[src/noc_pkg.sv]
package noc_pkg;

  localparam int flit_data_w = 32;
  localparam int coord_w     = 3;

  // Header layout inside the head flit data.
  localparam int type_lsb      = 0;
  localparam int type_w        = 3;
  localparam int dst_x_lsb     = 3;
  localparam int dst_y_lsb     = 6;
  localparam int src_x_lsb     = 9;
  localparam int src_y_lsb     = 12;
  localparam int tag_lsb       = 15;
  localparam int tag_w         = 4;
  localparam int burst_len_lsb = 19;
  localparam int burst_len_w   = 4;
  localparam int invalid_lsb   = 23;
  localparam int status_lsb    = 24;
  localparam int status_w      = 2;

  typedef enum logic [type_w-1:0] {
    READ               = 3'd0,
    WRITE              = 3'd1,
    POSTED_WRITE       = 3'd2,
    RESPONSE           = 3'd3,
    RESPONSE_WITH_DATA = 3'd4
  } packet_type_e;

  typedef enum logic [status_w-1:0] {
    OKAY         = 2'b00,
    DECODE_ERROR = 2'b11
  } status_e;

  typedef enum logic [1:0] {
    ST_IDLE,
    ST_ABSORB,
    ST_SEND_HEADER,
    ST_SEND_DATA
  } responder_state_e;

endpackage

[src/noc_error_responder.sv]
module noc_error_responder
  import noc_pkg::*;
#(
  parameter logic [flit_data_w-1:0] ERROR_DATA = '1
)(
  input  logic                   i_clk,
  input  logic                   i_rst_n,
  input  logic                   i_flit_valid,
  input  logic                   i_flit_head,
  input  logic                   i_flit_tail,
  input  logic [flit_data_w-1:0] i_flit_data,
  input  logic                   i_resp_ready,
  output logic                   o_flit_ready,
  output logic                   o_busy,
  output logic                   o_resp_valid,
  output logic                   o_resp_head,
  output logic                   o_resp_tail,
  output logic [flit_data_w-1:0] o_resp_data
);

  responder_state_e state;
  responder_state_e state_next;

  packet_type_e           in_type;
  logic                   in_non_posted;
  logic                   req_non_posted;
  packet_type_e           req_type;
  logic [coord_w-1:0]     req_dst_x;
  logic [coord_w-1:0]     req_dst_y;
  logic [coord_w-1:0]     req_src_x;
  logic [coord_w-1:0]     req_src_y;
  logic [tag_w-1:0]       req_tag;
  logic [burst_len_w-1:0] req_len;
  logic [burst_len_w-1:0] beat;
  logic [flit_data_w-1:0] resp_hdr;
  logic                   is_read;
  logic                   flit_take;
  logic                   head_take;
  logic                   resp_take;

  assign in_type        = packet_type_e'(i_flit_data[type_lsb +: type_w]);
  assign in_non_posted  = (in_type == READ) || (in_type == WRITE);
  assign req_non_posted = (req_type == READ) || (req_type == WRITE);
  assign is_read        = (req_type == READ);

  assign o_flit_ready = (state == ST_IDLE) || (state == ST_ABSORB);
  assign o_busy       = (state != ST_IDLE);
  assign flit_take    = i_flit_valid && o_flit_ready;
  assign head_take    = flit_take && (state == ST_IDLE) && i_flit_head;
  assign resp_take    = o_resp_valid && i_resp_ready;

  // Header fields of the diverted request.
  always_ff @(posedge i_clk) begin
    if (head_take) begin
      req_type  <= in_type;
      req_dst_x <= i_flit_data[dst_x_lsb +: coord_w];
      req_dst_y <= i_flit_data[dst_y_lsb +: coord_w];
      req_src_x <= i_flit_data[src_x_lsb +: coord_w];
      req_src_y <= i_flit_data[src_y_lsb +: coord_w];
      req_tag   <= i_flit_data[tag_lsb +: tag_w];
      req_len   <= i_flit_data[burst_len_lsb +: burst_len_w];
    end
  end

  always_comb begin
    state_next = state;
    case (state)
      ST_IDLE: begin
        if (head_take) begin
          if (!i_flit_tail) begin
            state_next = ST_ABSORB;
          end else if (in_non_posted) begin
            state_next = ST_SEND_HEADER;
          end
        end
      end
      ST_ABSORB: begin
        if (flit_take && i_flit_tail) begin
          state_next = req_non_posted ? ST_SEND_HEADER : ST_IDLE; // Posted writes vanish.
        end
      end
      ST_SEND_HEADER: begin
        if (resp_take) begin
          state_next = o_resp_tail ? ST_IDLE : ST_SEND_DATA;
        end
      end
      ST_SEND_DATA: begin
        if (resp_take && o_resp_tail) begin
          state_next = ST_IDLE;
        end
      end
      default: state_next = ST_IDLE;
    endcase
  end

  always_ff @(posedge i_clk or negedge i_rst_n) begin
    if (!i_rst_n) begin
      state <= ST_IDLE;
      beat  <= '0;
    end else begin
      state <= state_next;
      if (state == ST_SEND_HEADER) begin
        beat <= '0;
      end else if (resp_take) begin
        beat <= beat + 1'b1;
      end
    end
  end

  // Response header with source and destination swapped.
  always_comb begin
    resp_hdr = '0;
    resp_hdr[type_lsb +: type_w]           = is_read ? RESPONSE_WITH_DATA : RESPONSE;
    resp_hdr[dst_x_lsb +: coord_w]         = req_src_x;
    resp_hdr[dst_y_lsb +: coord_w]         = req_src_y;
    resp_hdr[src_x_lsb +: coord_w]         = req_dst_x;
    resp_hdr[src_y_lsb +: coord_w]         = req_dst_y;
    resp_hdr[tag_lsb +: tag_w]             = req_tag;
    resp_hdr[burst_len_lsb +: burst_len_w] = is_read ? req_len : '0;
    resp_hdr[status_lsb +: status_w]       = DECODE_ERROR;
  end

  assign o_resp_valid = (state == ST_SEND_HEADER) || (state == ST_SEND_DATA);
  assign o_resp_head  = (state == ST_SEND_HEADER);
  assign o_resp_data  = (state == ST_SEND_DATA) ? ERROR_DATA : resp_hdr;

  always_comb begin
    if (state == ST_SEND_HEADER) begin
      o_resp_tail = !is_read || (req_len == '0);
    end else begin
      o_resp_tail = (beat == req_len - 1'b1); // Last data beat.
    end
  end

endmodule

[config.mk]
export PLATFORM = sky130hd
export DESIGN_NAME = noc_error_responder
export DESIGN_NICKNAME = d
export VERILOG_FILES = /design/src/noc_pkg.sv /design/src/noc_error_responder.sv
export SDC_FILE = /design/constraint.sdc
export NUM_CORES = 1
export LEC_CHECK = 0
export BUFFER_PORTS_ARGS = -buffer_cell sky130_fd_sc_hd__buf_2
export CAP_MARGIN = 20
export CORE_ASPECT_RATIO = 2
export CORE_MARGIN = 5
export CORE_UTILIZATION = 31
export CTS_BUF_LIST = sky130_fd_sc_hd__clkbuf_4 sky130_fd_sc_hd__clkbuf_8
export DETAILED_ROUTE_END_ITERATION = 10
export HOLD_SLACK_MARGIN = 0.1
export PLACE_DENSITY = 0.62
export REMOVE_ABC_BUFFERS = 1
export SLEW_MARGIN = 20
export SYNTH_ARGS = -nofsm -noshare
export SYNTH_HDL_FRONTEND = slang
export SYNTH_SLANG_ARGS = --single-unit
[constraint.sdc]
create_clock -name i_clk -period 4.7 [get_ports i_clk]
set_input_delay 0.94 -clock i_clk [delete_from_list [all_inputs] [get_ports i_clk]]
set_output_delay 0.94 -clock i_clk [all_outputs]
set_load 0.01 [all_outputs]
==> summary.txt, run 1 <==
Core area = 0.004642 mm²
DRC = 0
Max Slew Vio Count = 0
Setup violations, final = 0
Post-synth top flop = edfxtp_1
Hold Fails Final Rpt = 0
CTS Buffer Depth = 2
Area grow syn2layout = 27.75%
GRT overflow = 0
Wire per inst = 13.45 µm
First-pass GRT wire length = 5.437 mm
CTS tree = yes
Worst hold-check path type = in -> async
Syn Inst Count = 131
P_leak = 0.8949 nW
ANT cells = 0
Area leader, netlist = edfxtp_1
Reg2reg path depth = 7
Die Ht = 107.7 µm
Syn. warnings = 0
Critical Path End Type = output port
Synth Register Bits = 29
CTS H-tree lvls = 2
FFs w/ async S/R, synth = 20.69%
CTS Buf Count = 5
Final clock period utilization by the worst path = 62.99%
Num Clock Sinks = 29
Largest net degree at the start of global routing = 26
Boundary Pins = 75
Routed via count = 1,126
CP max FO = 25
Critical R2R Capture = state[0]
Worst-case vdd ir drop = 0.0002980 V
Root Buffer = clkbuf_8
Yosys cell types = 32
Arr. time, crit path = 2.02 ns
Dpl ws = 1.963 ns
DRT Pass-1 Iters = 4
Synth top cells by count = edfxtp_1 (23), nand2_1 (17), nand2b_1 (17)
Comb power frac = 33.8%
Switch share = 34.77%
Vias in the first global route = 1,210
Final Net Count = 229
Layout Skew = 0.005931 ns
Yosys top cell area share = 46.70%
Peak Freq = 337.8 MHz
Total die area = 0.006336 mm²
Slew margin rel. = 45.58%
Cts hold-fix bufs = 0
Most frequent cell after synthesis = edfxtp_1
GP Congestion = 0.7499
Post-CTS Setup Bufs = 0
Clock power share = 26.3%
Layout cells sized above 1 = 40.74%
P_sw = 0.3300 mW
Critical Path Start Type = register
PwrDens = 502.3 mW/mm²
Worst-Skew Late Latency = 0.28 ns
Seq/Total Area, Yosys = 56.85%
Detail Route Antenna Nets = 0
Outcome = complete, no violations
FP Rows = 35
Setup TNS = 0 ns
Fillcell total = 498
Synth area leaders = edfxtp_1 (47%), dfrtp_1 (10%), nand2b_1 (7.2%)
Post-synth EDFFs = 23
Die Wd = 58.84 µm
Slew @ Worst Pin = 0.8143 ns
Max cap viols = 0
Critical Path RT = 3.76 ns
Register share of total power = 39.9%
Final Critical Period = 2.960 ns
Via-to-Cell Ratio = 4.615
Initial antenna violation count = 0
Total track usage = 11.47%
Final worst slack = 1.740 ns
Final wirelength = 3.282 mm
P_int = 0.6190 mW
Cell Area, Synth = 0.001479 mm²
Number of port buffers = 63
Worst r2r src = req_len[0]
Clock slew at reported path FFs = 0.06 ns
Reg-to-reg slack, setup = 2.84 ns
1st-iter DRT viols = 12
Synth Area per Inst = 11.29 µm²
RSZ-0062 raised after global routing = no
Post-CTS Resized = 0
Crit path kind = reg -> out
Detailed placement HPWL = 2.584 mm
Initial Util = 31.86%
per-stage QoR:
step / hold slack [ns] / cells / instance area [µm²] / total power [mW] / utilization [%]
finish: 0.4709 / 244 / 1889 / 0.9489 / 40.70
global route: 0.4714 / 244 / 1889 / 1.023 / 40.70
CTS: 0.4650 / 244 / 1884 / 0.9655 / 40.59
detailed placement: 0.5415 / 236 / 1774 / 0.7097 / 38.22
global placement: 0.5426 / 236 / 1774 / 0.7031 / 38.22
floorplan: 0.4917 / 118 / 1388 / 0.5653 / -
cells in the final DEF, fill, tap and decap left out, drive strengths merged:
cell type  count
xnor2          2
mux2i          1
conb           2
nand2b        17
o22ai          1
and3           1
a22o           1
buf           63
nor2           6
clkbuf         6
nor3           2
bufinv         1
o31ai          3
dfrtp          6
xor2           4
o21ai          6
ha             3
or2            1
nand4          2
a22oi          2
o2bb2ai        1
clkinv         1
or4b           1
or3            2
inv            7
edfxtp        23
a211oi         3
nand2         17
a21oi          3
nor2b          1
power by group through the flow:
stage	clock network, mW	registers, mW	logic (mW)
after floorplan	0	0.371	0.195
after global placement	0	0.382	0.321
after detailed placement	0	0.385	0.325
after CTS	0.258	0.380	0.327
after global routing	0.272	0.386	0.364
final	0.249	0.379	0.321
worst max path at each step:
stage	start	end	slack, ns	depth (start not counted)
after floorplan	state[1]	o_resp_data[23]	2.21	2
after global placement	state[1]	o_resp_data[29]	2.01	3
after detailed placement	state[1]	o_resp_data[23]	1.96	3
after CTS	state[1]	o_resp_data[26]	1.64	3
after global routing	state[1]	o_resp_data[30]	1.44	3
final	state[1]	o_resp_data[23]	1.74	3
flip-flops by register name, indices dropped and copies added, names as in the netlist:
name	cells
req_type	3
req_tag	4
req_dst_x	3
state	2
req_len	4
req_src_y	3
beat	4
req_src_x	3
req_dst_y	3
area by class of cell:
class / count / area [µm²] / share of cell area, %
well taps: 55 / 68.82 / 3.642
multi-input cells: 82 / 528.0 / 27.95
flip-flops and latches: 29 / 840.8 / 44.50
clock buffers: 6 / 76.32 / 4.040
clock inverters: 2 / 33.78 / 1.788
inverters: 7 / 26.28 / 1.391
repair buffers: 63 / 315.3 / 16.69
cell families after synthesis:
group / share of synthesized area (%)
flip-flops: 56.85
other: 0.2536
multiplexers: 0.6768
adder cells (fa/ha/maj): 2.538
XOR/XNOR: 3.553
AO/OA/AOI/OAI: 9.645
buffers and inverters: 8.206
AND/OR/NAND/NOR: 18.27
worst max-delay path, cell delays in order (launching register included):
cell	delay, ns
dfrtp_1	0.62
nand2_1	0.61
inv_1	0.34
buf_2	0.18
per-layer routing:
layer  global-route usage [%]  up-vias  part of all wire (%)
met3                    5.882        6                    12
met2                    20.41       57                    52
met4                    5.348        0                   1.9
li1                         -      550                     -
met1                    10.20      513                    34
met5                        0        -                     0
(Power assumes the default switching activity.)
==> run 2: changes to the inputs <==
Clock period 4.7 ns to 3 ns, I/O delays scaled along.
==> summary.txt, run 2 (synthesized netlist as in run 1, its figures left out) <==
Outcome = complete, no violations
Total track usage = 11.22% (-0.25 points)
GRT overflow = 0 (unchanged)
Clock power share = 22.2% (-4.1 points)
Detail Route Antenna Nets = 0 (unchanged)
Setup violations, final = 0 (unchanged)
Critical Path Start Type = register
PwrDens = 751.0 mW/mm² (+50%)
DRT Pass-1 Iters = 4 (unchanged)
RSZ-0062 raised after global routing = no
Number of port buffers = 63 (unchanged)
Cts hold-fix bufs = 0 (unchanged)
Peak Freq = 419.6 MHz
Reg-to-reg slack, setup = 1.13 ns (-1.71 ns)
Area grow syn2layout = 26.99%
Area of the multi-input gates = 523.0 µm² (-0.95%)
Max cap viols = 0 (unchanged)
Final Net Count = 231 (+0.87%)
Reg2reg path depth = 7 (unchanged)
Register share of total power = 41.8% (+1.9 points)
Total die area = 0.006336 mm² (unchanged)
Root Buffer = clkbuf_8
Final wirelength = 3.240 mm (-1.3%)
Largest net degree at the start of global routing = 24 (-7.7%)
Die Wd = 58.84 µm (unchanged)
Commonest non-fill, non-tap cell in the layout = buf_2
Most frequent cells in the layout = buf_2 (63), edfxtp_1 (23), nand2_1 (17), nand2b_1 (17), inv_1 (7)
Crit path kind = reg -> out
Arr. time, crit path = 1.78 ns (-0.24 ns)
Worst-case vdd ir drop = 0.0004360 V (+46%)
Initial antenna violation count = 0 (unchanged)
P_leak = 0.8966 nW (+0.20%)
Via-to-Cell Ratio = 4.646 (+0.68%)
P_int = 0.9017 mW (+46%)
CTS tree = yes
Layout Skew = 0.004228 ns (-0.001702 ns)
Core area = 0.004642 mm² (unchanged)
Initial Util = 31.86% (unchanged)
Switch share = 36.07% (+1.3 points)
Layout Utilization = 40.46% (-0.24 points)
Num Clock Sinks = 29 (unchanged)
DRC = 0 (unchanged)
First-pass GRT wire length = 5.347 mm (-1.7%)
Final worst slack = 0.6166 ns (-1.123 ns)
CTS Buffer Depth = 2 (unchanged)
Reg area = 840.8 µm² (unchanged)
Die Ht = 107.7 µm (unchanged)
FP Rows = 35 (unchanged)
Post-CTS Setup Bufs = 0 (unchanged)
Max Slew Vio Count = 0 (unchanged)
Critical Path RT = 2.40 ns (-1.36 ns)
Worst hold-check path type = in -> async
Setup TNS = 0 ns (unchanged)
Detailed placement HPWL = 2.659 mm (+2.9%)
1st-iter DRT viols = 25 (+13)
Layout cells sized above 1 = 41.88% (+1.1 points)
Dpl ws = 0.9061 ns (-1.056 ns)
CP max FO = 3 (-88%)
Critical R2R Capture = state[0]
Worst setup endpoint = o_resp_tail
CP startpoint = req_len[0]
CTS H-tree lvls = 2 (unchanged)
Comb power frac = 36.0% (+2.2 points)
Worst-Skew Late Latency = 0.27 ns (about the same)
Boundary Pins = 75 (unchanged)
GP Congestion = 0.7762 (+3.5%)
Final clock period utilization by the worst path = 79.45%
Clock slew at reported path FFs = 0.06 ns (about the same)
Post-CTS Resized = 0 (unchanged)
Routed via count = 1,143 (+1.5%)
Final Critical Period = 2.383 ns
Wire per inst = 13.17 µm (-2.1%)
Critical Path End Type = output port
Hold Fails Final Rpt = 0 (unchanged)
Worst r2r src = req_len[0]
Fillcell total = 503 (+1.0%)
Vias in the first global route = 1,242 (+2.6%)
ANT cells = 0 (unchanged)
CTS Buf Count = 5 (unchanged)
P_sw = 0.5087 mW (+54%)
Top Registers = beat (4), req_len (4), req_tag (4)
==> run 2: stage by stage <==
step	total power, mW	std cells	instance area, µm²	hold WS [ns]
5_1_grt	1.526	246	1878	0.1373
4_1_cts	1.437	246	1878	0.1307
6_report	1.410	246	1878	0.1369
3_3_place_gp	1.108	238	1789	0.4304
2_1_floorplan	0.8857	118	1388	0.3044
3_5_place_dp	1.114	238	1789	0.4308
==> run 2: critical path, stage by stage, from the launching register on <==
cell,delay (ns)
edfxtp_1,0.44
inv_1,0.12
ha_1,0.16
xor2_1,0.18
xnor2_1,0.14
nand4_1,0.16
mux2i_1,0.16
buf_2,0.15
==> run 2: final cells by class <==
| class | count | share of cell area, % |
|---|---|---|
| clock buffers | 7 | 4.464 |
| clock inverters | 1 | 0.2665 |
| inverters | 7 | 1.399 |
| multi-input cells | 82 | 27.85 |
| flip-flops and latches | 29 | 44.77 |
| well taps | 55 | 3.664 |
| repair buffers | 65 | 17.59 |
==> run 2: worst min-delay path by stage <==
stage / from / end / slack [ns] / cells past startpoint
global placement: i_rst_n / beat[3] / 0.43 / 1
global route: i_rst_n / beat[0] / 0.14 / 1
CTS: i_rst_n / beat[0] / 0.13 / 1
floorplan: i_rst_n / beat[0] / 0.30 / 0
detailed placement: i_rst_n / beat[3] / 0.43 / 1
finish: i_rst_n / beat[0] / 0.14 / 1
==> run 2: routing by layer <==
metal	GRT usage (%)	vias to the layer above	part of all wire, %
li1	-	558	-
met1	9.802	520	32
met2	20.25	59	54
met3	5.882	6	12
met4	4.862	0	1.9
met5	0	-	0
==> run 2: power by group through the flow <==
stage	Sequential [mW]	Combinational (mW)	Clock (mW)
6_report	0.590	0.508	0.313
5_1_grt	0.602	0.576	0.348
4_1_cts	0.590	0.520	0.328
3_5_place_dp	0.598	0.517	0
3_3_place_gp	0.598	0.510	0
2_1_floorplan	0.581	0.305	0
